[config.mk]
export PLATFORM = sky130hd
export DESIGN_NAME = tcb_lite_lib_logsize2byteena
export DESIGN_NICKNAME = d
export VERILOG_FILES = /design/src/design/tcb_lite_pkg.sv /design/src/design/tcb_lite_lib_logsize2byteena.sv
export VERILOG_INCLUDE_DIRS = /design/src /design/src/design
export SDC_FILE = /design/constraint.sdc
export NUM_CORES = 1
export LEC_CHECK = 0
export BUFFER_PORTS_ARGS = -buffer_cell sky130_fd_sc_hd__buf_2
export CAP_MARGIN = 10
export CORE_AREA = 2 2 85 87
export CTS_BUF_LIST = sky130_fd_sc_hd__clkbuf_8 sky130_fd_sc_hd__clkbuf_16
export DETAILED_ROUTE_END_ITERATION = 12
export DIE_AREA = 0 0 87 89
export PLACE_DENSITY = 0.82
export SETUP_SLACK_MARGIN = 0.4
export SLEW_MARGIN = 20
export SYNTH_ARGS = -nofsm -noshare
export SYNTH_HDL_FRONTEND = slang
export SYNTH_SLANG_ARGS = --single-unit
[constraint.sdc]
create_clock -name clk -period 2.2 [get_ports clk]
set_input_delay 0.44 -clock clk [delete_from_list [all_inputs] [get_ports clk]]
set_output_delay 0.44 -clock clk [all_outputs]
set_load 0.02 [all_outputs]
[src/design/tcb_lite_settings.svh]
// tcb-lite subsystem settings: bus mode, response delay and memory map
`ifndef TCB_LITE_SETTINGS_SVH
`define TCB_LITE_SETTINGS_SVH

//////////////////////////////////////////////////////////////////////
// bus configuration
//////////////////////////////////////////////////////////////////////

`define TCB_MOD 0  // bus mode (0-logarithmic size, 1-byte enable)
`define TCB_DLY 1  // response delay in cycles

//////////////////////////////////////////////////////////////////////
// memory map
//////////////////////////////////////////////////////////////////////

`define TCB_MEM_BASE  32'h0000_0000  // memory window base
`define TCB_MEM_WORDS 256            // memory depth in 32-bit words
`define TCB_CSR_BASE  32'h0000_1000  // register block base, 4 words
`define TCB_CSR_ID    32'h7C8B_0001  // identifier register value

`endif
[src/design/tcb_lite_pkg.sv]
// tcb-lite types: width typedefs and the request/response structs
package tcb_lite_pkg;

    //////////////////////////////////////////////////////////////////////
    // widths with a meaning
    //////////////////////////////////////////////////////////////////////

    typedef logic [31:0] tcb_adr_t;  // byte address
    typedef logic [31:0] tcb_dat_t;  // data word
    typedef logic  [3:0] tcb_byt_t;  // byte enables, one per lane
    typedef logic  [1:0] tcb_siz_t;  // log2 of transfer bytes
    typedef logic  [7:0] mem_idx_t;  // memory word index
    typedef logic  [1:0] csr_idx_t;  // register index

    //////////////////////////////////////////////////////////////////////
    // bus structs
    //////////////////////////////////////////////////////////////////////

    // request, one transfer
    typedef struct packed {
        logic     vld;  // handshake valid
        logic     lck;  // arbitration lock, carried only
        logic     ndn;  // endianness (0-little, 1-big)
        logic     wen;  // write enable (0-read, 1-write)
        tcb_adr_t adr;  // address
        tcb_siz_t siz;  // logarithmic size
        tcb_byt_t byt;  // byte enables
        tcb_dat_t wdt;  // write data
        logic     mis;  // misaligned, set by the size converter
    } tcb_req_t;

    // response, valid one cycle after the transfer
    typedef struct packed {
        tcb_dat_t rdt;  // read data
        logic     err;  // bus error
    } tcb_rsp_t;

endpackage: tcb_lite_pkg

[src/design/tcb_lite_lib_logsize2byteena.sv]
// tcb-lite size converter: logarithmic size to byte enables, lane and byte order steering
`timescale 1ns/1ns
`include "tcb_lite_settings.svh"

module tcb_lite_lib_logsize2byteena (
    input  logic                   clk,
    input  logic                   rst,
    input  tcb_lite_pkg::tcb_req_t req_i,  // upstream request
    output tcb_lite_pkg::tcb_req_t req_o,  // aligned request
    input  tcb_lite_pkg::tcb_rsp_t rsp_i,  // aligned response
    output tcb_lite_pkg::tcb_rsp_t rsp_o   // upstream response
);

    // reverse byte order inside the transfer size, result from bit 0
    function automatic tcb_lite_pkg::tcb_dat_t swap_bytes(
        input tcb_lite_pkg::tcb_dat_t dat,
        input tcb_lite_pkg::tcb_siz_t siz
    );
        case (siz)
            2'd0:    return dat;  // single byte, nothing to swap
            2'd1:    return {dat[31:16], dat[7:0], dat[15:8]};
            default: return {dat[7:0], dat[15:8], dat[23:16], dat[31:24]};
        endcase
    endfunction

    logic             [1:0] off;      // byte offset in word
    tcb_lite_pkg::tcb_byt_t byt_lin;  // enables before shift
    tcb_lite_pkg::tcb_dat_t wdt_swp;  // write data, byte order fixed
    tcb_lite_pkg::tcb_dat_t rdt_shf;  // read data back at bit 0
    tcb_lite_pkg::tcb_dat_t rdt_msk;  // bytes above size cleared
    logic             [1:0] off_q;    // offset of the transfer in flight
    tcb_lite_pkg::tcb_siz_t siz_q;
    logic                   ndn_q;

    //////////////////////////////////////////////////////////////////////
    // request path, combinational
    //////////////////////////////////////////////////////////////////////

    assign off     = req_i.adr[1:0];
    assign byt_lin = (req_i.siz == 2'd0) ? 4'b0001 :
                     (req_i.siz == 2'd1) ? 4'b0011 : 4'b1111;
    assign wdt_swp = req_i.ndn ? swap_bytes(req_i.wdt, req_i.siz) : req_i.wdt;

    always_comb begin
        req_o = req_i;  // handshake, address, size pass as is
        if (`TCB_MOD == 0) begin
            req_o.byt = byt_lin << off;
            req_o.wdt = wdt_swp << {off, 3'b000};  // into addressed lanes
            req_o.mis = ((req_i.siz == 2'd1) && off[0]) ||
                        ((req_i.siz >= 2'd2) && (off != 2'd0));
        end
    end

    // size info for the response cycle
    always_ff @(posedge clk) begin
        if (req_i.vld) begin
            off_q <= off;
            siz_q <= req_i.siz;
            ndn_q <= req_i.ndn;
        end
    end

    //////////////////////////////////////////////////////////////////////
    // response path
    //////////////////////////////////////////////////////////////////////

    assign rdt_shf = rsp_i.rdt >> {off_q, 3'b000};
    assign rdt_msk = rdt_shf & ((siz_q == 2'd0) ? 32'h0000_00ff :
                                (siz_q == 2'd1) ? 32'h0000_ffff : 32'hffff_ffff);

    always_comb begin
        rsp_o = rsp_i;  // byte-enable mode: lanes untouched
        if (`TCB_MOD == 0) begin
            rsp_o.rdt = ndn_q ? swap_bytes(rdt_msk, siz_q) : rdt_msk;
        end
    end

    // upstream size must fit in the 32-bit bus
    a_siz_max: assert property (@(posedge clk) disable iff (rst)
        ((`TCB_MOD == 0) && req_i.vld) |-> (req_i.siz <= 2'd2));

endmodule: tcb_lite_lib_logsize2byteena

* Word-level counts from Yosys, hierarchy flattened
Index checks and enable logic that the tools add are counted.
Cells by class: equality and inequality tests 2, add/sub/neg operators 0, shift operators 3, reductions and logical operators 6, multiplexer cells 8, bitwise gates (word level) 1, $mul 0, div/mod/pow operators 0, $lt $le $gt $ge 1
Operators with widths (count):
- $mux 32 | 4
- $pmux 32 s2 | 2
- $and 32x32->32 | 1
- $shl 32x5->32 | 1
- $shr 32x5->32 | 1
- $mux 4 | 2
- $eq 2x1->1 const B | 2
- $logic_not 2->1 | 2
- $shl 4x2->4 | 1
- $ge 2x2->1 const B | 1
- $logic_and 1x1->1 | 2
- $reduce_bool 2->1 | 1
- $logic_or 1x1->1 | 1
Word-level totals: input port bits 110, bits in writable memories 0, memory bits (read-only) 0, latch bits 0, register bits after elaboration 5, output and inout bits 108, memories kept 0

* Longest topological paths before layout
word-level depth 6, depth in mapped cells 6, mapped depth without buffers 4

* Least setup slack after synthesis
Ideal clock, no wire load.
path kind input to output, from input port req_i[38] (netlist bit), to output port req_o[17] (netlist bit), stages on the path 6, arrival time 1673 ps, buffers on the path 2, data required time 1760 ps, path slack 87 ps, path through buf_4 buf_6 nand3b_1 o211ai_1 and2_1 o32ai_1
RTL lines:
- start, declared | line tcb_lite_lib_logsize2byteena.sv:8 | input tcb_lite_pkg::tcb_req_t req_i,
- end, declared | line tcb_lite_lib_logsize2byteena.sv:9 | output tcb_lite_pkg::tcb_req_t req_o,

==> results.py <==
metrics = {
    "run_status": {
        "run_status": "finished, violations left",
        "violations_in_the_final_reports": "setup timing",
    },
    "layout": {
        "finish.cell_count_without_fillers": 590,
        "area.growth.synth_to_final_pct": 101,
        "mostFrequentLayoutCells": "buf_2 (87), buf_6 (62), buf_4 (46)",
        "layout.nets": 621,
        "seqCellArea_um2": 150,
        "layout_commonest_cell": "buf_2",
        "fill_cells": 333,
        "proportion_of_layout_cells_with_a_drive_suffix_above_1_pct": 73.1,
        "multiInputGateArea_um2": 3080,
        "antenna_cells": 0,
        "layout.cell_area.non_filler_um2": 5490,
    },
    "cts": {
        "cts_htree_levels": 1,
        "clk_pin_slew_worst_paths_ps": 40,
        "max-clock-path-buffers": 2,
        "tritoncts": "built",
        "clock_sinks": 5,
        "clock-root-buffer": "clkbuf_8",
        "cts_buffers": 3,
    },
    "global_route": {
        "grt_use_total_pct": 36.3,
        "overflow": 0,
        "first_global_vias": 4071,
        "grt_antenna_before_repair": 0,
        "grt_first_pass_wirelength_mm": 21.9,
        "pin_count_of_the_biggest_net_entering_global_routing": 24,
    },
    "place": {
        "detailed_place.area_um2": 3520,
        "post-dp-hpwl_mm": 7.36,
        "finalWeightedCongestion": 0.918,
        "place.port_buffers": 145,
        "placed_cell_count": 536,
    },
    "floorplanning": {
        "boundaryPins": 218,
        "die_area_um2": 7740,
        "floorplan.initialDensity_pct": 40.6,
        "floorplan_row_count": 30,
        "fp.dieW_um": 87,
        "core_area_um2": 6720,
        "die_y_um": 89,
    },
    "worst_setup_path": {
        "worstPathCellList": "buf_12 -> buf_16 -> buf_8 -> nor2_2 -> o21bai_4 -> a21boi_4 -> o21bai_4 -> buf_6",
        "critPathArrivalTime_ps": 1940,
        "path_max_fanout": 6,
        "cpPeakStageDelay_ps": 350,
        "slowest_stage": "a21boi_4",
        "cp_data_required_time_ps": 1760,
        "timing.critical_path.from_type": "input port",
        "worst_path_most_repeated_cell": "o21bai_4",
        "timing.setup.critical_path_class": "input port to primary output",
        "end_kind": "primary output",
    },
    "routing": {
        "antenna_violating_nets_post_route": 0,
        "first_iter_violations": 287,
        "viasPerCell": 7.10,
        "drt-pass1-iter-count": 5,
        "overall_via_count_from_detail_route": 4188,
        "detail_route.wirelength_mm": 17.1,
        "drcViolationCount": 0,
        "drt-wirelength-per-cell_um": 29.0,
    },
    "logic_synthesis": {
        "synth.mux.area_fraction_pct": 17.1,
        "synth-xor-area-share_pct": 0,
        "yosys_warnings": 0,
        "postSynthRegisterBits": 5,
        "synth.lib_cells_used.distinct": 53,
        "synth_compound_area_share_pct": 36.4,
        "synth_area_per_inst_um2": 7.67,
        "yosys.area_share.simple_pct": 21.4,
        "commonest_register_cell_after_synthesis": "edfxtp_1",
        "post_synth_main_area_contributors": "mux2i_1 (13%), buf_4 (12%), edfxtp_1 (5.5%)",
        "synth_nets": 466,
        "synth_enable_flop_cells": 5,
        "synth_cells": 356,
        "asyncSetResetFlopFracSynth_pct": 0,
        "yosysTopAreaCellShare_pct": 12.8,
        "synth_adder_area_share_pct": 0,
        "synth-seq-area-share_pct": 5.50,
        "yosys_top_cell_by_area": "mux2i_1",
        "largest_family_of_logic_cells_by_synthesized_area": "compound AO/OA/AOI/OAI gates",
        "mappedNetlistArea_um2": 2730,
    },
    "sta": {
        "timing.final.hold_violations": 0,
        "final_max_slew_viol_count": 0,
        "period_minus_slack_ps": 2380,
        "max-slew-margin-rel_pct": 53.4,
        "grt_setup_unrepaired": "yes",
        "fin_worst_hold_slack_ps": 505,
        "max_slew.worst_pin.slew_ps": 696,
        "fmax_mhz": 420,
        "final_critical_path_setup_slack_ps": -179,
        "finalCritPeriodShare_pct": 108,
        "setup_viol_count_final": 17,
    },
    "worst_hold_path": {
        "hold_class": "input port to register",
    },
    "power": {
        "static-leakage-power_nw": 2.35,
        "p_per_area_nw_per_um2": 365,
        "power.ir.vdd_worst_mv": 0.185,
    },
    "run": {
        "maxCapViolCount": 0,
    },
}
-- cell families (layout without fill, tap and decap cells) --
logic type	count (synthesis)	in the layout
compound gates	128	128
simple gates	104	105
mux	43	43
flops	5	5
buf+inv	76	229
-- stage by stage --
stage / setup TNS [ps] / util, % / worst slack [ps] / power [mW]
floorplan: 0 / - / 320 / 0.934
global placement: 0 / 52.3 / 12.9 / 1.14
detailed placement: -78.9 / 52.3 / -49.1 / 1.17
CTS: -187 / 72.2 / -55.3 / 1.72
global route: -2000 / 81.7 / -158 / 2.06
finish: -1160 / 81.7 / -179 / 2.00
-- final timing paths --
check	endpoint	startpoint	cells past startpoint
setup / recovery	req_o[27]	req_i[37]	8
hold / removal	ndn_q	req_i[74]	1
-- Yosys cell counts, types with 9 or more instances --
master   count
nor2b_1     10
o21ai_1     12
o22ai_1     17
a21oi_1      9
a22o_1       9
buf_2       11
nor2_1      14
nand2_1     29
mux2i_1     35
buf_4       45
and3_1       9
-- critical path, delay by kind of cell --
kind	cells	cell delay, ps
AOI/OAI and AO/OA	3	640
buffers and inverters	4	530
and+or+nand+nor	1	310
-- sequential cells by signal (all words and copies together) (netlist names) --
name,cells
off_q,2
ndn_q,1
siz_q,2
-- power breakdown --
group          leakage, nW  internal (mW)  total (mW)  switching (mW)
sequential          0.0489          0.114       0.123         0.00825
combinational         2.28          0.813        1.71           0.897
clock               0.0269          0.120       0.172          0.0514
-- timing repair --
| item | 4_1_cts | 5_1_grt |
|---|---|---|
| pin swaps | 67 | 46 |
| gates resized for setup | 206 | 94 |
| setup endpoints to repair | 64 | 68 |
| gates cloned | 10 | 2 |
| buffers inserted | 24 | 14 |
| hold buffers | 0 | 0 |
-- area by class of cell --
type	count	area share [%]
Timing Repair Buffer	223	38.3
Tap cell	80	1.82
Inverter	2	0.205
Clock buffer	3	0.752
Sequential cell	5	2.73
Clock inverter	1	0.0684
Multi-Input combinational cell	276	56.1
-- layer usage --
layer	GRT usage [%]	wire [um]
met5	0	0
met4	19.5	1690
met3	6.46	1770
met2	69.4	8290
met1	37.5	5380
No activity file was read; power rests on OpenSTA's default activity.
