==> config.mk <==
export PLATFORM = sky130hd
export DESIGN_NAME = tcb_lite_csr
export DESIGN_NICKNAME = d
export VERILOG_FILES = /design/src/design/tcb_lite_pkg.sv /design/src/design/tcb_lite_csr.sv
export VERILOG_INCLUDE_DIRS = /design/src /design/src/design
export SDC_FILE = /design/constraint.sdc
export NUM_CORES = 1
export LEC_CHECK = 0
export ABC_AREA = 1
export CORE_ASPECT_RATIO = 1.75
export CORE_MARGIN = 2
export CORE_UTILIZATION = 35
export DETAILED_ROUTE_END_ITERATION = 8
export DONT_BUFFER_PORTS = 1
export PLACE_DENSITY_LB_ADDON = 0.1
export RECOVER_POWER = 50
export SETUP_SLACK_MARGIN = 0.5
export SYNTH_ARGS = -nofsm -noshare
export SYNTH_HDL_FRONTEND = slang
export SYNTH_SLANG_ARGS = --single-unit
==> constraint.sdc <==
create_clock -name clk -period 2.83 [get_ports clk]
set_input_delay 0.283 -clock clk [delete_from_list [all_inputs] [get_ports clk]]
set_output_delay 0.283 -clock clk [all_outputs]
set_load 0.01 [all_outputs]
==> src/design/tcb_lite_settings.svh <==
// tcb-lite subsystem settings: bus mode, response delay and memory map
`ifndef TCB_LITE_SETTINGS_SVH
`define TCB_LITE_SETTINGS_SVH

//////////////////////////////////////////////////////////////////////
// bus configuration
//////////////////////////////////////////////////////////////////////

`define TCB_MOD 0  // bus mode (0-logarithmic size, 1-byte enable)
`define TCB_DLY 1  // response delay in cycles

//////////////////////////////////////////////////////////////////////
// memory map
//////////////////////////////////////////////////////////////////////

`define TCB_MEM_BASE  32'h0000_0000  // memory window base
`define TCB_MEM_WORDS 256            // memory depth in 32-bit words
`define TCB_CSR_BASE  32'h0000_1000  // register block base, 4 words
`define TCB_CSR_ID    32'h7C8B_0001  // identifier register value

`endif
==> src/design/tcb_lite_pkg.sv <==
// tcb-lite types: width typedefs and the request/response structs
package tcb_lite_pkg;

    //////////////////////////////////////////////////////////////////////
    // widths with a meaning
    //////////////////////////////////////////////////////////////////////

    typedef logic [31:0] tcb_adr_t;  // byte address
    typedef logic [31:0] tcb_dat_t;  // data word
    typedef logic  [3:0] tcb_byt_t;  // byte enables, one per lane
    typedef logic  [1:0] tcb_siz_t;  // log2 of transfer bytes
    typedef logic  [7:0] mem_idx_t;  // memory word index
    typedef logic  [1:0] csr_idx_t;  // register index

    //////////////////////////////////////////////////////////////////////
    // bus structs
    //////////////////////////////////////////////////////////////////////

    // request, one transfer
    typedef struct packed {
        logic     vld;  // handshake valid
        logic     lck;  // arbitration lock, carried only
        logic     ndn;  // endianness (0-little, 1-big)
        logic     wen;  // write enable (0-read, 1-write)
        tcb_adr_t adr;  // address
        tcb_siz_t siz;  // logarithmic size
        tcb_byt_t byt;  // byte enables
        tcb_dat_t wdt;  // write data
        logic     mis;  // misaligned, set by the size converter
    } tcb_req_t;

    // response, valid one cycle after the transfer
    typedef struct packed {
        tcb_dat_t rdt;  // read data
        logic     err;  // bus error
    } tcb_rsp_t;

endpackage: tcb_lite_pkg

==> src/design/tcb_lite_csr.sv <==
// tcb-lite register block: write protect, scratch, memory write counter, identifier
`timescale 1ns/1ns
`include "tcb_lite_settings.svh"

module tcb_lite_csr (
    input  logic                   clk,
    input  logic                   rst,
    input  logic                   vld,          // access strobe from decoder
    input  logic                   wen,          // write enable
    input  tcb_lite_pkg::csr_idx_t idx,          // register index
    input  tcb_lite_pkg::tcb_byt_t byt,          // byte enables
    input  tcb_lite_pkg::tcb_dat_t wdt,          // write data
    output tcb_lite_pkg::tcb_dat_t rdt,          // read data, next cycle
    input  logic                   mem_wr_done,  // one accepted memory write
    output logic                   wp            // memory write protect
);

    //////////////////////////////////////////////////////////////////////
    // register map
    //////////////////////////////////////////////////////////////////////
    // 0 control, bit 0 wp
    // 1 scratch, byte writable
    // 2 memory write counter, read only
    // 3 identifier, read only

    tcb_lite_pkg::tcb_dat_t scr;  // scratch word
    tcb_lite_pkg::tcb_dat_t cnt;  // memory write count

    logic wr_ctl;
    logic wr_scr;

    assign wr_ctl = vld & wen & (idx == 2'd0) & byt[0];  // wp lives in lane 0
    assign wr_scr = vld & wen & (idx == 2'd1);

    //////////////////////////////////////////////////////////////////////
    // writable state
    //////////////////////////////////////////////////////////////////////

    always_ff @(posedge clk) begin
        if (rst) begin
            wp  <= 1'b0;
            scr <= '0;
            cnt <= '0;
        end else begin
            if (wr_ctl) wp <= wdt[0];
            if (wr_scr) begin
                for (int b = 0; b < $bits(tcb_lite_pkg::tcb_byt_t); b++) begin
                    if (byt[b]) scr[8*b +: 8] <= wdt[8*b +: 8];
                end
            end
            if (mem_wr_done) cnt <= cnt + 32'd1;  // wraps at 2^32
        end
    end

    //////////////////////////////////////////////////////////////////////
    // read mux
    //////////////////////////////////////////////////////////////////////

    // writes to 2 and 3 just fall through, no error
    always_ff @(posedge clk) begin
        if (vld && !wen) begin
            case (idx)
                2'd0:    rdt <= {31'd0, wp};
                2'd1:    rdt <= scr;
                2'd2:    rdt <= cnt;
                default: rdt <= `TCB_CSR_ID;
            endcase
        end
    end

    // decoder must block memory writes while protected
    a_wp_block: assert property (@(posedge clk) disable iff (rst)
        mem_wr_done |-> !wp);

endmodule: tcb_lite_csr

=== After elaboration in Yosys (flattened, before gate mapping) ===
Index checks and enable logic that the tools add are counted.

* Register bits: 97

* Add/subtract/negate cells: 1
* Equal/unequal tests: 2
* Muxes and demuxes: 1
* Bitwise operators: 4
* Reduce and logical (&&, ||, !) cells: 7

{| class="wikitable"
|+ Operators by type and width
! operator !! number
|-
| $pmux 32 s3 || 1
|-
| $add 32x1->32 const B || 1
|-
| $reduce_and 2->1 || 4
|-
| $and 1x1->1 || 4
|-
| $eq 2x1->1 const B || 1
|-
| $eq 2x2->1 const B || 1
|-
| $logic_not 2->1 || 1
|-
| $logic_and 1x1->1 || 1
|-
| $logic_not 1->1 || 1
|}

=== Depth between registers and ports, before layout ===
* Depth after elaboration: 3
* Mapped depth: 9
* Mapped depth without buffers: 9

=== Worst setup path before layout ===
No wires, ideal clock.

* Kind: input -> register
* Start: input vld
* End: register rdt[0], enable pin
* Library setup time: 422 ps
* Arrival time: 1672 ps
* Required time: 2408 ps
* Setup slack: 736 ps
* Cell stages on the path: 2
* Cells stage by stage: inv_1 nor2_1

* Cells in the longest elaborated chain, start to end: 1

{| class="wikitable"
|+ RTL lines
! item !! RTL line !! source
|-
| start: declaration || tcb_lite_csr.sv:8 || <nowiki>input logic vld,</nowiki>
|-
| $logic_and 1x1->1 || tcb_lite_csr.sv:61 || <nowiki>if (vld && !wen) begin</nowiki>
|-
| end signal: assignment || tcb_lite_csr.sv:63 || <nowiki>2'd0: rdt <= {31'd0, wp};</nowiki>
|-
| end signal: assignment || tcb_lite_csr.sv:64 || <nowiki>2'd1: rdt <= scr;</nowiki>
|-
| end signal: assignment || tcb_lite_csr.sv:65 || <nowiki>2'd2: rdt <= cnt;</nowiki>
|-
| end: declaration || tcb_lite_csr.sv:13 || <nowiki>output tcb_lite_pkg::tcb_dat_t rdt,</nowiki>
|}

No other way between the ends.
A chain may end at the register's enable or synchronous reset.

=== Worst setup path in the final report ===
* Start: input idx[0]
* End: register scr[25]

* Cells in the longest elaborated chain, start to end: 3

{| class="wikitable"
|+ RTL lines
! item !! RTL line !! source
|-
| start: declaration || tcb_lite_csr.sv:10 || <nowiki>input tcb_lite_pkg::csr_idx_t idx,</nowiki>
|-
| $eq 2x1->1 || tcb_lite_csr.sv:33 || <nowiki>assign wr_scr = vld & wen & (idx == 2'd1);</nowiki>
|-
| $and 1x1->1 || tcb_lite_csr.sv:33 ||
|-
| $reduce_and 2->1 (no source line) || - ||
|-
| end signal: indexed assignment || tcb_lite_csr.sv:48 || <nowiki>if (byt[b]) scr[8*b +: 8] <= wdt[8*b +: 8];</nowiki>
|-
| end: declaration || tcb_lite_csr.sv:26 || <nowiki>tcb_lite_pkg::tcb_dat_t scr;</nowiki>
|}

No other way between the ends.

==> run_results.csv <==
group,metric,value,unit
layout,final_cell_area,0.004596,mm2
pwr,ir_drop,0.2945,mV
clock_tree,clockBufferDepth,2,
clock_tree,cts_buffers,9,
placed_design,placed_cell_area,0.004328,mm2
yosys,ys.flop_type,"dfxtp_1",
critical_path,r2r-end,"cnt[31]$_SDFFE_PP0P_",
detailed_routing,finalWirelength,11.69,mm
global_route,first_global_vias,3442,
yosys,yosys.cell_count.top_type,"nand2_1",
floorplan,initial_core_util,0.3541,
pwr,pwr-share-clk,0.420,
layout,final_cells,666,
layout,diodes,0,
floorplan,rows,53,
placed_design,port_buffers,0,
sta,hold_violations,0,
clock_tree,post_cts_buffers,0,
floorplan,die_x,86.84,um
pwr,p_int,2122,uW
yosys,synth_cell_types,29,
global_route,grt-ovfl-total,0,
yosys,yosys.area.top_type,"dfxtp_1",
critical_path,cp-start-kind,"primary input",
detailed_routing,drc,0,
pwr,seqPwrFrac,0.542,
sta,timing.fmax,495.5,MHz
critical_path,endpoint_kind,"flop",
sta,fin_crit_sh,0.7132,
yosys,synth_cells,522,
clock_tree,clock_latency,0.35,ns
global_route,grt_max_degree,33,
critical_path,setup.worst_path.start,"idx[0]",
detailed_routing,avgViaCountPerCell,5.200,
yosys,synthTopCellsByArea,"dfxtp_1, edfxtp_1, nand2_1",
layout,fin_util,0.3872,
critical_path,r2r_start,"cnt[14]$_SDFFE_PP0P_",
detailed_routing,initialDrtViolationCount,142,
sta,worst_slack,0.8117,ns
layout,drive_above_1_share,0.05104,
detailed_routing,drt_first_pass_iters,4,
critical_path,worstPathMaxFanout,25,
yosys,synth_fp_nets,566,
worst_hold_path,holdCritPathClass,"in -> reg",
pwr,netSwitchingFraction,0.2280,
layout,area_delta_synth_final,9.348,%
critical_path,r2r_setup_slack,1.27,ns
yosys,seq_area_frac_synth,0.5383,
floorplan,ios,76,
placed_design,dp_cells,649,
status,violations,"max-capacitance violations, max-slew violations",
global_route,grt_pass1_wl,18.24,mm
sta,setup_viol,0,
yosys,yosys_warnings,0,
clock_tree,cts-htree-levels,3,
yosys,synth_edf_count,32,
sta,worst_pin_slew,1.897,ns
sta,finalMaxSlewViolations,33,
yosys,syn-cell-area,0.004203,mm2
yosys,async_flop_share,0,
critical_path,crit_type,"in -> reg",
sta,rsz0062_at_grt,"no",
run,cap_violations,1,
clock_tree,cts_tree,"built",
global_route,track_usage,0.1889,
floorplan,dieArea,0.01293,mm2
clock_tree,root_buffer,"clkbuf_16",
pwr,combPwrFrac,0.037,
critical_path,arrival,2.24,ns
detailed_routing,post_drt_wl_per_cell,17.56,um
pwr,power_density,598.1,mW/mm2
floorplan,die_h,149.0,um
placed_design,dp_slack,1.197,ns
sta,clock_skew,0.008343,ns
pwr,switching_power,626.8,uW
sta,relSlewSlack,-0.2647,
detailed_routing,vias,3463,
yosys,yosys.area.top_type_share,0.3096,
placed_design,dpl.hpwl,8.722,mm
yosys,syn_avg_cell_area,8.051,um2
sta,fin_crit,2.018,ns
clock_tree,cts.sinks,97,
global_route,antenna_found_initial,0,
placed_design,gp_congestion,0.8735,
detailed_routing,ant_nets,0,
critical_path,worstSetupEndpoint,"scr[25]$_SDFFE_PP0P_",
critical_path,r2r.worst_path.cells,8,
floorplan,core,0.01187,mm2
yosys,synth-seq-cells,97,
sta,setup_tns,0,ns
pwr,leakage,0.001533,uW
yosys,yosys-top-cells-count,"nand2_1, nor2_1, dfxtp_1, inv_1, o21ai_0",
layout,nNetsFinal,568,
critical_path,worst_ep_required_time,3.05,ns
clock_tree,clkSlewWorstSetupHoldPaths,0.06,ns
status,outcome,"finished with violations",
==> placed cells by master (no fill, tap or decap), drive strengths merged, types with 2 or more instances in the layout <==
cell    Yosys  layout
edfxtp     32      32
o221ai      4       4
dfxtp      65      65
buf         9       2
nor2       90      90
clkbuf      5      13
nand4       8       8
o22ai      10      10
o21ai      48      48
o211ai      5       5
nand3      22      22
clkinv      0       3
nand2      91      91
nor3       19      19
a21oi      40      40
inv        68      69
==> through the flow <==
step                total power (uW)  hold slack [ns]
floorplan                       1598           0.3615
global placement                1627           0.3575
detailed placement              1628           0.3579
CTS                             2786         0.001676
global route                    2845         0.003991
finish                          2749          0.01210
==> final cells by class <==
type                    count  area [um2]
clock inverters             5       38.79
fillers                  1232        7274
clock buffers              11       242.7
repair buffers              5       32.53
flip-flops and latches     97        2262
well taps                 137       171.4
multi-input cells         343        1593
inverters                  68       255.2
==> per-layer routing <==
layer	up-vias	track usage	routed length [um]	part of all wire
met5	-	0	0	0
met2	84	0.3668	6722	0.57
met4	0	0.08828	398	0.034
met3	21	0.03486	431	0.037
met1	1625	0.1843	4140	0.35
li1	1733	-	-	-
==> worst min-delay path by stage <==
stage               startpoint              endpoint  slack (ns)  cells past startpoint
finish                     rst  cnt[21]$_SDFFE_PP0P_        0.01                      1
global route               rst  cnt[21]$_SDFFE_PP0P_       0.004                      1
CTS                        rst  cnt[21]$_SDFFE_PP0P_       0.002                      1
detailed placement         rst  cnt[27]$_SDFFE_PP0P_        0.36                      1
global placement           rst  cnt[21]$_SDFFE_PP0P_        0.36                      1
floorplan                  rst   cnt[5]$_SDFFE_PP0P_        0.36                      1
==> power by group through the flow <==
stage | combinational [uW] | sequential (uW) | clock [uW]
CTS | 109 | 1490 | 1190
detailed placement | 106 | 1520 | 0
floorplan | 80.5 | 1520 | 0
finish | 102 | 1490 | 1160
global route | 118 | 1490 | 1230
global placement | 106 | 1520 | 0
==> worst max-delay path: stages <==
cell	delay, ns
inv_1	0.03
nor2_1	0.45
inv_1	0.58
nor2_4	0.30
nand2_2	0.23
o21ai_0	0.28
a21oi_1	0.07
==> kinds of logic (layout without fill, tap and decap cells) <==
kind of cell | count (synthesis) | in the layout | synth area share
compound gates | 110 | 110 | 0.1429
flops | 97 | 97 | 0.5383
xor+xnor | 1 | 1 | 0.002084
simple gates | 231 | 231 | 0.2343
fa+ha+maj | 1 | 1 | 0.002977
buf+inv | 82 | 89 | 0.07949
==> what timing repair did <==
action / 4_1_cts / 5_1_grt
hold buffers: 1 / 0
resized for setup: 0 / 0
endpoints found under the hold margin: 4 / 0
==> registers in the layout, indices dropped and copies added, names as in the netlist <==
name	flops
rdt	32
scr	32
wp	1
cnt	32
(Power assumes the default switching activity.)
