--- src/design/tcb_lite_settings.svh ---
// tcb-lite subsystem settings: bus mode, response delay and memory map
`ifndef TCB_LITE_SETTINGS_SVH
`define TCB_LITE_SETTINGS_SVH

//////////////////////////////////////////////////////////////////////
// bus configuration
//////////////////////////////////////////////////////////////////////

`define TCB_MOD 0  // bus mode (0-logarithmic size, 1-byte enable)
`define TCB_DLY 1  // response delay in cycles

//////////////////////////////////////////////////////////////////////
// memory map
//////////////////////////////////////////////////////////////////////

`define TCB_MEM_BASE  32'h0000_0000  // memory window base
`define TCB_MEM_WORDS 256            // memory depth in 32-bit words
`define TCB_CSR_BASE  32'h0000_1000  // register block base, 4 words
`define TCB_CSR_ID    32'h7C8B_0001  // identifier register value

`endif
--- src/design/tcb_lite_pkg.sv ---
// tcb-lite types: width typedefs and the request/response structs
package tcb_lite_pkg;

    //////////////////////////////////////////////////////////////////////
    // widths with a meaning
    //////////////////////////////////////////////////////////////////////

    typedef logic [31:0] tcb_adr_t;  // byte address
    typedef logic [31:0] tcb_dat_t;  // data word
    typedef logic  [3:0] tcb_byt_t;  // byte enables, one per lane
    typedef logic  [1:0] tcb_siz_t;  // log2 of transfer bytes
    typedef logic  [7:0] mem_idx_t;  // memory word index
    typedef logic  [1:0] csr_idx_t;  // register index

    //////////////////////////////////////////////////////////////////////
    // bus structs
    //////////////////////////////////////////////////////////////////////

    // request, one transfer
    typedef struct packed {
        logic     vld;  // handshake valid
        logic     lck;  // arbitration lock, carried only
        logic     ndn;  // endianness (0-little, 1-big)
        logic     wen;  // write enable (0-read, 1-write)
        tcb_adr_t adr;  // address
        tcb_siz_t siz;  // logarithmic size
        tcb_byt_t byt;  // byte enables
        tcb_dat_t wdt;  // write data
        logic     mis;  // misaligned, set by the size converter
    } tcb_req_t;

    // response, valid one cycle after the transfer
    typedef struct packed {
        tcb_dat_t rdt;  // read data
        logic     err;  // bus error
    } tcb_rsp_t;

endpackage: tcb_lite_pkg

--- src/design/tcb_lite_lib_decoder.sv ---
// tcb-lite address decoder that routes to memory or registers, checks errors and muxes the response
`timescale 1ns/1ns
`include "tcb_lite_settings.svh"

module tcb_lite_lib_decoder (
    input  logic                   clk,
    input  logic                   rst,
    // upstream
    input  tcb_lite_pkg::tcb_req_t req,
    output logic                   rdy,
    output tcb_lite_pkg::tcb_rsp_t rsp,
    // memory
    output logic                   mem_vld,
    output logic                   mem_wen,
    output tcb_lite_pkg::mem_idx_t mem_idx,
    output tcb_lite_pkg::tcb_byt_t mem_byt,
    output tcb_lite_pkg::tcb_dat_t mem_wdt,
    input  tcb_lite_pkg::tcb_dat_t mem_rdt,
    output logic                   mem_wr_done,  // write took effect
    // registers
    output logic                   csr_vld,
    output logic                   csr_wen,
    output tcb_lite_pkg::csr_idx_t csr_idx,
    output tcb_lite_pkg::tcb_byt_t csr_byt,
    output tcb_lite_pkg::tcb_dat_t csr_wdt,
    input  tcb_lite_pkg::tcb_dat_t csr_rdt,
    input  logic                   wp  // memory write protect
);

    tcb_lite_pkg::tcb_adr_t mem_off;  // address relative to memory base
    tcb_lite_pkg::tcb_adr_t csr_off;  // relative to register base
    logic hit_mem;
    logic hit_csr;
    logic trn;      // transfer this cycle
    logic err_now;  // transfer would fail
    logic sel_mem_q;
    logic sel_csr_q;
    logic err_q;

    //////////////////////////////////////////////////////////////////////
    // decode and error rules
    //////////////////////////////////////////////////////////////////////

    assign rdy = ~rst;  // never back-pressure outside reset
    assign trn = req.vld & rdy;

    assign mem_off = req.adr - `TCB_MEM_BASE;
    assign csr_off = req.adr - `TCB_CSR_BASE;
    assign hit_mem = mem_off < (`TCB_MEM_WORDS * 4);
    assign hit_csr = (csr_off[31:4] == '0);  // 4 registers

    assign err_now = ~(hit_mem | hit_csr)        // unmapped
                   | req.mis                     // misaligned size
                   | (hit_mem & req.wen & wp);  // protected memory

    // target strobes for clean transfers only
    assign mem_vld     = trn & hit_mem & ~err_now;
    assign mem_wen     = req.wen;
    assign mem_idx     = mem_off[$bits(tcb_lite_pkg::mem_idx_t)+1:2];
    assign mem_byt     = req.byt;
    assign mem_wdt     = req.wdt;
    assign mem_wr_done = mem_vld & req.wen;

    assign csr_vld = trn & hit_csr & ~err_now;
    assign csr_wen = req.wen;
    assign csr_idx = csr_off[3:2];
    assign csr_byt = req.byt;
    assign csr_wdt = req.wdt;

    //////////////////////////////////////////////////////////////////////
    // response stage
    //////////////////////////////////////////////////////////////////////

    always_ff @(posedge clk) begin
        if (rst) begin
            sel_mem_q <= 1'b0;
            sel_csr_q <= 1'b0;
            err_q     <= 1'b0;
        end else begin
            sel_mem_q <= mem_vld;  // which target answers next cycle
            sel_csr_q <= csr_vld;
            err_q     <= trn & err_now;
        end
    end

    always_comb begin
        rsp.err = err_q;
        if (err_q)          rsp.rdt = '0;  // failed reads return 0
        else if (sel_mem_q) rsp.rdt = mem_rdt;
        else if (sel_csr_q) rsp.rdt = csr_rdt;
        else                rsp.rdt = '0;
    end

    // one target at a time
    a_one_hot: assert property (@(posedge clk) !(mem_vld && csr_vld));
    // no transfer accepted in reset
    a_rst_rdy: assert property (@(posedge clk) rst |-> !rdy);

endmodule: tcb_lite_lib_decoder

--- config.mk ---
export PLATFORM = sky130hd
export DESIGN_NAME = tcb_lite_lib_decoder
export DESIGN_NICKNAME = d
export VERILOG_FILES = /design/src/design/tcb_lite_pkg.sv /design/src/design/tcb_lite_lib_decoder.sv
export VERILOG_INCLUDE_DIRS = /design/src /design/src/design
export SDC_FILE = /design/constraint.sdc
export NUM_CORES = 1
export LEC_CHECK = 0
export BUFFER_PORTS_ARGS = -buffer_cell sky130_fd_sc_hd__buf_2
export CAP_MARGIN = 20
export CORE_AREA = 3 3 100 102
export CTS_CLUSTER_DIAMETER = 30
export DETAILED_ROUTE_END_ITERATION = 12
export DIE_AREA = 0 0 103 105
export SLEW_MARGIN = 20
export SYNTH_ARGS = -nofsm -noshare
export SYNTH_HDL_FRONTEND = slang
export SYNTH_SLANG_ARGS = --single-unit
--- constraint.sdc ---
create_clock -name clk -period 1.8 [get_ports clk]
set_input_delay 0.36 -clock clk [delete_from_list [all_inputs] [get_ports clk]]
set_output_delay 0.36 -clock clk [all_outputs]
set_load 0.03 [all_outputs]
Word level (Yosys, flattened, before mapping)

Cells that the tools add are included.

Register bits after elaboration: 3

Bitwise logic cells: 15
Add/sub/neg operators: 1
Muxes and demuxes: 3
Order comparisons: 1
Reductions and logical operators: 1

Operators with widths:

| operator                 | number |
|---|---|
| $mux W32                 | 3 |
| $lt A32 B11 Y1 const B   | 1 |
| $sub A32 B13 Y32 const B | 1 |
| $logic_not A28 Y1        | 1 |
| $and A1 B1 Y1            | 9 |
| $not A1 Y1               | 3 |
| $or A1 B1 Y1             | 3 |

Logic depth before layout (Yosys ltp)

Gate-level depths: netlist of the first run.

Depth after elaboration: 9
Mapped depth: 5

Worst setup path before layout of the first run

Ideal clock, no wire load.

Kind: input-to-output
Start point: in req[55] in the netlist's numbering
End point: out mem_wr_done
Path slack: -0.377 ns
Arrival time: 1.817 ns
Buffers on the path: 0
Stages: 5
Required time: 1.440 ns
Cells stage by stage: nor4_4 -> and2_1 -> nand4b_1 -> nor2_1 -> and2_1

Longest elaborated chain between the ends: 9

Ends and longest elaborated chain:

| item                       | line                       | text |
|---|---|---|
| from (decl)                | tcb_lite_lib_decoder.sv:9  | `input tcb_lite_pkg::tcb_req_t req,` |
| $sub A32 B13 Y32 (no line) | n/a                        |  |
| $logic_not A28 Y1          | tcb_lite_lib_decoder.sv:50 | `assign hit_csr = (csr_off[31:4] == '0);` |
| $or A1 B1 Y1               | tcb_lite_lib_decoder.sv:52 | `assign err_now = ~(hit_mem \| hit_csr)` |
| $not A1 Y1                 | tcb_lite_lib_decoder.sv:52 |  |
| $or A1 B1 Y1               | tcb_lite_lib_decoder.sv:53 | `\| req.mis` |
| $or A1 B1 Y1               | tcb_lite_lib_decoder.sv:54 | `\| (hit_mem & req.wen & wp);` |
| $not A1 Y1                 | tcb_lite_lib_decoder.sv:57 | `assign mem_vld = trn & hit_mem & ~err_now;` |
| $and A1 B1 Y1 *            | tcb_lite_lib_decoder.sv:57 |  |
| named net mem_vld          | tcb_lite_lib_decoder.sv:13 | `output logic mem_vld,` |
| $and A1 B1 Y1 *            | tcb_lite_lib_decoder.sv:62 | `assign mem_wr_done = mem_vld & req.wen;` |
| to (decl)                  | tcb_lite_lib_decoder.sv:19 | `output logic mem_wr_done,` |

The timed path passes the listed nets; every way through them passes the cells marked *.

Worst setup path in the final report of the first run

Start point: in req[63] in the netlist's numbering
End point: out mem_wr_done

Longest elaborated chain between the ends: 9

Ends and longest elaborated chain:

| item                       | line |
|---|---|
| $sub A32 B13 Y32 (no line) | n/a |
| $logic_not A28 Y1          | tcb_lite_lib_decoder.sv:50 |
| $or A1 B1 Y1               | tcb_lite_lib_decoder.sv:52 |
| $not A1 Y1                 | tcb_lite_lib_decoder.sv:52 |
| $or A1 B1 Y1               | tcb_lite_lib_decoder.sv:53 |
| $or A1 B1 Y1               | tcb_lite_lib_decoder.sv:54 |
| $not A1 Y1                 | tcb_lite_lib_decoder.sv:57 |
| $and A1 B1 Y1 *            | tcb_lite_lib_decoder.sv:57 |
| $and A1 B1 Y1 *            | tcb_lite_lib_decoder.sv:62 |

Every way passes the cells marked *; elsewhere a longest branch is shown, timed or not.

==> flow_summary.ini, run 1 <==
[run_status]
status = finished, violations left
violations = negative setup slack

[timing]
drv_slew = 0
worst_pin_slew_ns = 0.344
rsz0062_at_grt = true
setup_tns_ns = -0.309
period_minus_slack_ns = 1.94
setup_violations = 3
period_share_pct = 108
relSlewSlack_pct = 76.8
setup_ws_ns = -0.138
fmax_mhz = 516
hold-worst-slack_ns = 0.439
hold_viol = 0

[hold_path]
hold_path_class = in -> reg
holdPathStages = 4
hold_end = err_q
worstHoldStart = rst

[worst_setup_path]
cp.arrival_ns = 1.58
cp-end-kind = primary output
crit_type = in -> out
start_kind = input pin
critPathMaxFanout = 2
worstPathRequired_ns = 1.44

[synthesis]
async_flop_share_pct = 0
yosysUniqueCellTypes = 26
synth_area_um2 = 1400
synth-seq-cells = 3
synth_top_area_share_pct = 45.7
ys_warn_count = 0
synth_fp_nets = 347
synthTopCellsByCount = buf_4 (85), nor2_1 (39), a22oi_1 (31)
synth_area_leaders = buf_4 (46%), a22oi_1 (17%), nor2_1 (10%), nor4_4 (4.6%), dfxtp_1 (4.3%)
synth_cells = 205
yosys_most_used_dff = dfxtp_1
synth_edf_count = 0
synth.most_common_cell = buf_4
syn-mean-instance-area_um2 = 6.81
seq_area_frac_synth_pct = 4.30
synth_top_area_cell = buf_4

[clock_tree]
cts_buffers = 3
clock_sinks = 3
ctsHoldBuffers = 0
cts_tree = built
cts_root_buf = clkbuf_8
cts_max_level = 1
cts_max_path_buffers = 2
path_clk_slew_ns = 0.03

[route]
routed-via-count = 1615
drtIter0Drc = 61
wl_per_cell_um = 12.8
ant_nets = 0
viasPerCell = 4.14
drc = 0
drt_first_pass_iters = 4
totalWireLength_um = 5010

[pwr]
leakage_nw = 0.988
finalPower_mw = 0.484
peakVddDrop_v = 0.000146
cellPowerDensity_nw_per_um2 = 253

[global_routing]
grt_max_degree = 24
grt_pass1_vias = 1503
grt_pass1_wl_um = 6510
overflow = 0
grt_usage_pct = 7.76
antenna_found_initial = 0

[floorplanning]
io_pins = 263
initial_core_util_pct = 15.2
core-area_um2 = 9200
dieArea_um2 = 10800
fp.dieH_um = 105
rows = 35
fp.dieW_um = 103

[finish]
antennaDiodeCount = 0
area_delta_synth_final_pct = 36.8
finalNetCount = 422
stdcell_area_um2 = 1910
drive_above_1_share_pct = 65.6

[placement]
placed_cell_area_um2 = 1710
portBuffers = 142
gpl.final_weighted_congestion = 0.718
dp_hpwl_um = 4180

[job]
cap_violations = 0
[repair_timing]
action	in CTS	in global routing
buffers inserted	2	6
setup endpoints to repair	6	35
gates resized for setup	10	19
pin swaps	5	3
[registers in the layout (all words and copies together) (netlist names)]
signal and cells:
sel_mem_q 1, sel_csr_q 1, err_q 1
[worst max-delay path, stage by stage]
cell,delay (ns)
buf_6,0.09
nor4_4,0.30
nand3_2,0.12
nand4b_1,0.29
nor2_4,0.14
and2_4,0.15
buf_6,0.12
[worst max-delay path by stage]
stage	cells after the start	start	end	slack, ns
2_1_floorplan	5	req[55]	mem_wr_done	-0.09
5_1_grt	7	req[63]	mem_wr_done	-0.20
3_5_place_dp	7	req[62]	mem_wr_done	-0.24
3_3_place_gp	7	req[66]	mem_wr_done	-0.24
4_1_cts	7	req[63]	mem_wr_done	-0.13
6_report	7	req[63]	mem_wr_done	-0.14
[final cells by class]
cell class	instances	area [µm²]
timing repair buffer	165	948
tap	111	139
clock buffer	4	45.0
multi-input combinational	106	714
sequential	3	60.1
inverter	1	3.75
fill	1029	7290
[metal layers]
layer | global-route usage [%] | vias up | routed length [µm]
li1 | - | 774 | -
met1 | 6.55 | 681 | 1650
met2 | 15.4 | 143 | 2520
met3 | 2.40 | 17 | 682
met4 | 3.98 | 0 | 152
met5 | 0 | - | 0
[power breakdown]
part / internal [mW] / switching (mW) / total, mW
registers: 0.0682 / 0.000666 / 0.0689
logic: 0.113 / 0.106 / 0.219
clock network: 0.151 / 0.0449 / 0.196
total: 0.332 / 0.151 / 0.484
[kinds of logic (layout without fill, tap and decap cells)]
group / count (synthesis) / in the layout / share of synthesized area, %
buf+inv: 96 / 170 / 48.7
simple gates: 66 / 66 / 25.6
compound gates: 39 / 39 / 20.8
flops: 3 / 3 / 4.30
xor+xnor: 1 / 1 / 0.627
[layout by cell type (no fill, tap or decap), types with 2 or more instances in the layout]
cell type / count
buf_4: 22
nor3_1: 3
and2_4: 2
nor2_1: 38
nand2_1: 4
clkbuf_4: 2
buf_2: 133
buf_6: 6
nor4_4: 4
a22oi_1: 31
nand4_1: 2
dfxtp_1: 3
and2_1: 2
nor3_2: 2
a31oi_1: 2
clkbuf_8: 3
[per-stage QoR]
stage	cells	utilization, %	worst slack (ns)
final	390	20.8	-0.138
after global routing	390	20.8	-0.202
after detailed placement	380	18.6	-0.243
after floorplan	205	-	-0.0862
after CTS	386	19.8	-0.128
after global placement	380	18.6	-0.241
No activity file was read; power rests on OpenSTA's default activity.
==> run 2: changes to the inputs <==
SKIP_LAST_GASP = 1   (was not set)
==> flow_summary.ini, run 2 (synthesis results as in run 1) <==
[floorplanning]
io_pins = 263
rows = 35
fp.dieH_um = 105
fp.dieW_um = 103
dieArea_um2 = 10800
initial_core_util_pct = 15.2
core-area_um2 = 9200

[route]
totalWireLength_um = 5010
wl_per_cell_um = 12.8
routed-via-count = 1615
drt_first_pass_iters = 4
drc = 0
ant_nets = 0
drtIter0Drc = 59
viasPerCell = 4.14

[global_routing]
overflow = 0
antenna_found_initial = 0
grt_pass1_wl_um = 6510
grt_usage_pct = 7.76
met2_usage_pct = 15.4
grt_max_degree = 24
grtUsageMet1_pct = 6.55
busiest_layer = met2
grt_pass1_vias = 1503
grt_use_met3_pct = 2.40

[finish]
finalNetCount = 422
area_delta_synth_final_pct = 36.6
reg.largest.list = err_q x1, sel_csr_q x1, sel_mem_q x1
antennaDiodeCount = 0
nFillCells = 1030
final_cell_mix = buf_2 (134), nor2_1 (38), a22oi_1 (31)
drive_above_1_share_pct = 65.6
final_util_pct = 20.7
stdcell_area_um2 = 1910
layout_commonest_cell = buf_2

[worst_setup_path]
worstPathRequired_ns = 1.44
cpPeakStageDelay_ns = 0.30
cp-end-kind = primary output
crit_type = in -> out
start_kind = input pin
critPathMaxFanout = 2
cpMostUsedCell = buf_6
cp.arrival_ns = 1.58
worstPathCellList = buf_6, nor4_4, nand3_2, nand4b_1, nor2_4, and2_4, buf_6
cp_slowest_cell = nor4_4

[pwr]
switching_share_pct = 31.3
clkPwrFrac_pct = 40.5
peakVddDrop_v = 0.000146
combPwrFrac_pct = 45.2
leakage_nw = 0.989
p_switching_mw = 0.151
cellInternalPower_mw = 0.332
cellPowerDensity_nw_per_um2 = 253
pwr-share-seq_pct = 14.2

[placement]
placed_cell_area_um2 = 1710
gpl.final_weighted_congestion = 0.718
dp_hpwl_um = 4180
portBuffers = 142
pre_cts_slack_ns = -0.243

[timing]
setup_ws_ns = -0.138
setup_violations = 3
period_share_pct = 108
fmax_mhz = 516
hold_viol = 0
setup_tns_ns = -0.308
relSlewSlack_pct = 76.8
drv_slew = 0
rsz0062_at_grt = true
period_minus_slack_ns = 1.94
worst_pin_slew_ns = 0.344

[clock_tree]
cts_tree = built
path_clk_slew_ns = 0.03
clock_sinks = 3
cts_max_level = 1
cts_root_buf = clkbuf_8
cts_buffers = 3
cts_max_path_buffers = 2

[job]
cap_violations = 0

[hold_path]
holdPathStages = 4
hold_path_class = in -> reg

[run_status]
status = finished, violations left
violations = negative setup slack
[run 2: changes by cell type in the layout (fill, tap and decap cells not counted), sizes merged]
cell,delta
buf,+1
clkbuf,-1
[run 2: repair_timing]
action | 4_1_cts | 5_1_grt
resized for setup | 10 | 18
endpoints found under the setup margin | 6 | 35
pin swaps | 5 | 3
hold endpoints to repair | 0 | 0
hold buffers | 0 | 0
cloned | 0 | 0
setup buffers | 2 | 6
[run 2: routing by layer]
layer	up-vias	wire length, µm
met5	-	0
li1	774	-
met4	0	152
met2	143	2520
met1	681	1650
met3	17	682
[run 2: stage by stage]
| stage | total power, mW | hold slack (ns) | std cells |
|---|---|---|---|
| floorplan | 0.453 | 0.524 | 205 |
| global placement | 0.273 | 0.668 | 380 |
| detailed placement | 0.276 | 0.673 | 380 |
| CTS | 0.487 | 0.443 | 386 |
| global route | 0.519 | 0.459 | 390 |
| finish | 0.484 | 0.439 | 390 |
[run 2: path summary, 6_finish.rpt]
path	from	slack [ns]	to
worst max-delay path	req[63]	-0.14	mem_wr_done
worst min-delay path	rst	0.44	err_q
[run 2: worst max-delay path, delay by kind of cell]
family,cells,cell delay [ns]
and+or+nand+nor,5,1.00
buffers and inverters,2,0.21
[run 2: area by class of cell]
class	instances	area [µm²]	area share, %
Clock buffer	4	45.0	2.36
Inverter	1	3.75	0.197
Multi-Input combinational cell	106	714	37.4
Sequential cell	3	60.1	3.15
Tap cell	111	139	7.28
Timing Repair Buffer	165	946	49.6
[run 2: power groups by stage]
stage                     combinational [mW]  sequential (mW)  clock (mW)
after global placement                 0.203           0.0699           0
after floorplan                        0.383           0.0704           0
final                                  0.219           0.0689       0.196
after CTS                              0.215           0.0689       0.203
after global routing                   0.240           0.0691       0.210
after detailed placement               0.206           0.0699           0
==> run 3: changes to the inputs <==
clock period = 1.83 ns   (was 1.8 ns; I/O delays follow)
==> flow_summary.ini, run 3 (synthesis results as in run 1) <==
[floorplanning]
fp.dieH_um = 105
fp.dieW_um = 103
dieArea_um2 = 10800
core-area_um2 = 9200
io_pins = 263
rows = 35
initial_core_util_pct = 15.2

[timing]
setup_violations = 3
period_share_pct = 108
relSlewSlack_pct = 78.0
hold_viol = 0
setup_ws_ns = -0.146
fmax_mhz = 506
setup_tns_ns = -0.338
worst_pin_slew_ns = 0.326
hold-worst-slack_ns = 0.444
rsz0062_at_grt = true
drv_slew = 0
period_minus_slack_ns = 1.98

[finish]
final_util_pct = 19.9
finalNetCount = 417
reg.largest.list = err_q x1, sel_csr_q x1, sel_mem_q x1
area_delta_synth_final_pct = 30.9
fin_cells = 385
drive_above_1_share_pct = 63.9
final_cell_mix = buf_2 (137), nor2_1 (38), a22oi_1 (31)
antennaDiodeCount = 0
layout_commonest_cell = buf_2

[worst_setup_path]
crit_end = mem_wr_done
cp_slowest_cell = nor4_4
cp-end-kind = primary output
crit_path_start = req[65]
crit_type = in -> out
worstPathRequired_ns = 1.46
worstPathCellList = buf_6, nor4_4, nand3_2, nand4b_1, nor2_4, and2_4, buf_6
cpPeakStageDelay_ns = 0.30
cp.arrival_ns = 1.61
cpMostUsedCell = buf_6
critPathMaxFanout = 2
start_kind = input pin

[global_routing]
grt_pass1_vias = 1500
grt_max_degree = 24
grt_usage_pct = 7.88
overflow = 0
antenna_found_initial = 0
grt_pass1_wl_um = 6630

[route]
drc = 0
drtIter0Drc = 47
drt_first_pass_iters = 4
viasPerCell = 4.23
ant_nets = 0
totalWireLength_um = 5110
wl_per_cell_um = 13.3
routed-via-count = 1629

[clock_tree]
cts_max_path_buffers = 2
path_clk_slew_ns = 0.03
cts_root_buf = clkbuf_8
cts_buffers = 3
cts_max_level = 1
clock_sinks = 3
ctsHoldBuffers = 0
cts_tree = built

[placement]
portBuffers = 142
dp_hpwl_um = 4190
placed_cells = 379
gpl.final_weighted_congestion = 0.708

[pwr]
leakage_nw = 0.956
clkPwrFrac_pct = 41.2
finalPower_mw = 0.470
cellPowerDensity_nw_per_um2 = 257
peakVddDrop_v = 0.000109
combPwrFrac_pct = 44.4
cellInternalPower_mw = 0.322
switching_share_pct = 31.6
pwr-share-seq_pct = 14.4
p_switching_mw = 0.148

[hold_path]
hold_path_class = in -> reg

[job]
cap_violations = 0

[run_status]
status = finished, violations left
violations = negative setup slack
==> run 3: layout make-up <==
| cell class | count | area, µm² |
|---|---|---|
| Inverter | 1 | 3.75 |
| Multi-Input combinational cell | 106 | 699 |
| Clock buffer | 4 | 45.0 |
| Tap cell | 111 | 139 |
| Fill cell | 1040 | 7370 |
| Sequential cell | 3 | 60.1 |
| Timing Repair Buffer | 160 | 881 |
==> run 3: layer usage <==
| metal | vias to the layer above | track usage [%] | share of wire, % |
|---|---|---|---|
| met2 | 144 | 15.5 | 51 |
| met3 | 15 | 2.60 | 14 |
| met4 | 0 | 3.70 | 2.3 |
| li1 | 762 | - | - |
| met1 | 708 | 6.82 | 33 |
| met5 | - | 0 | 0 |
==> run 3: worst min path at each step <==
| stage | startpoint | end | slack (ns) | cells after the start |
|---|---|---|---|---|
| floorplan | rst | err_q | 0.53 | 3 |
| global placement | rst | err_q | 0.67 | 4 |
| detailed placement | rst | err_q | 0.68 | 4 |
| CTS | rst | err_q | 0.45 | 4 |
| global route | rst | err_q | 0.48 | 4 |
| finish | rst | err_q | 0.44 | 4 |
==> run 3: timing repair <==
action                                 4_1_cts  5_1_grt
resized for setup                            5       11
endpoints found under the hold margin        0        0
setup buffers                                1        0
pin swaps                                    4        4
setup endpoints to repair                    3       29
cloned                                       0        1
==> run 3: critical path: cells and delay by family <==
kind | cells | cell delay, ns
AND/OR/NAND/NOR | 5 | 1.03
buffers and inverters | 2 | 0.22
==> run 3: through the flow <==
| stage | setup WS (ns) | area [µm²] |
|---|---|---|
| after floorplan | -0.0682 | 1410 |
| after global placement | -0.219 | 1700 |
| after detailed placement | -0.242 | 1700 |
| after CTS | -0.135 | 1780 |
| after global routing | -0.201 | 1830 |
| final | -0.146 | 1830 |
==> run 3: power groups by stage <==
| stage | Sequential [mW] | Combinational (mW) | Clock [mW] |
|---|---|---|---|
| 4_1_cts | 0.0678 | 0.207 | 0.199 |
| 6_report | 0.0677 | 0.209 | 0.194 |
| 2_1_floorplan | 0.0692 | 0.377 | 0 |
| 5_1_grt | 0.0678 | 0.229 | 0.209 |
| 3_5_place_dp | 0.0687 | 0.202 | 0 |
| 3_3_place_gp | 0.0687 | 0.198 | 0 |
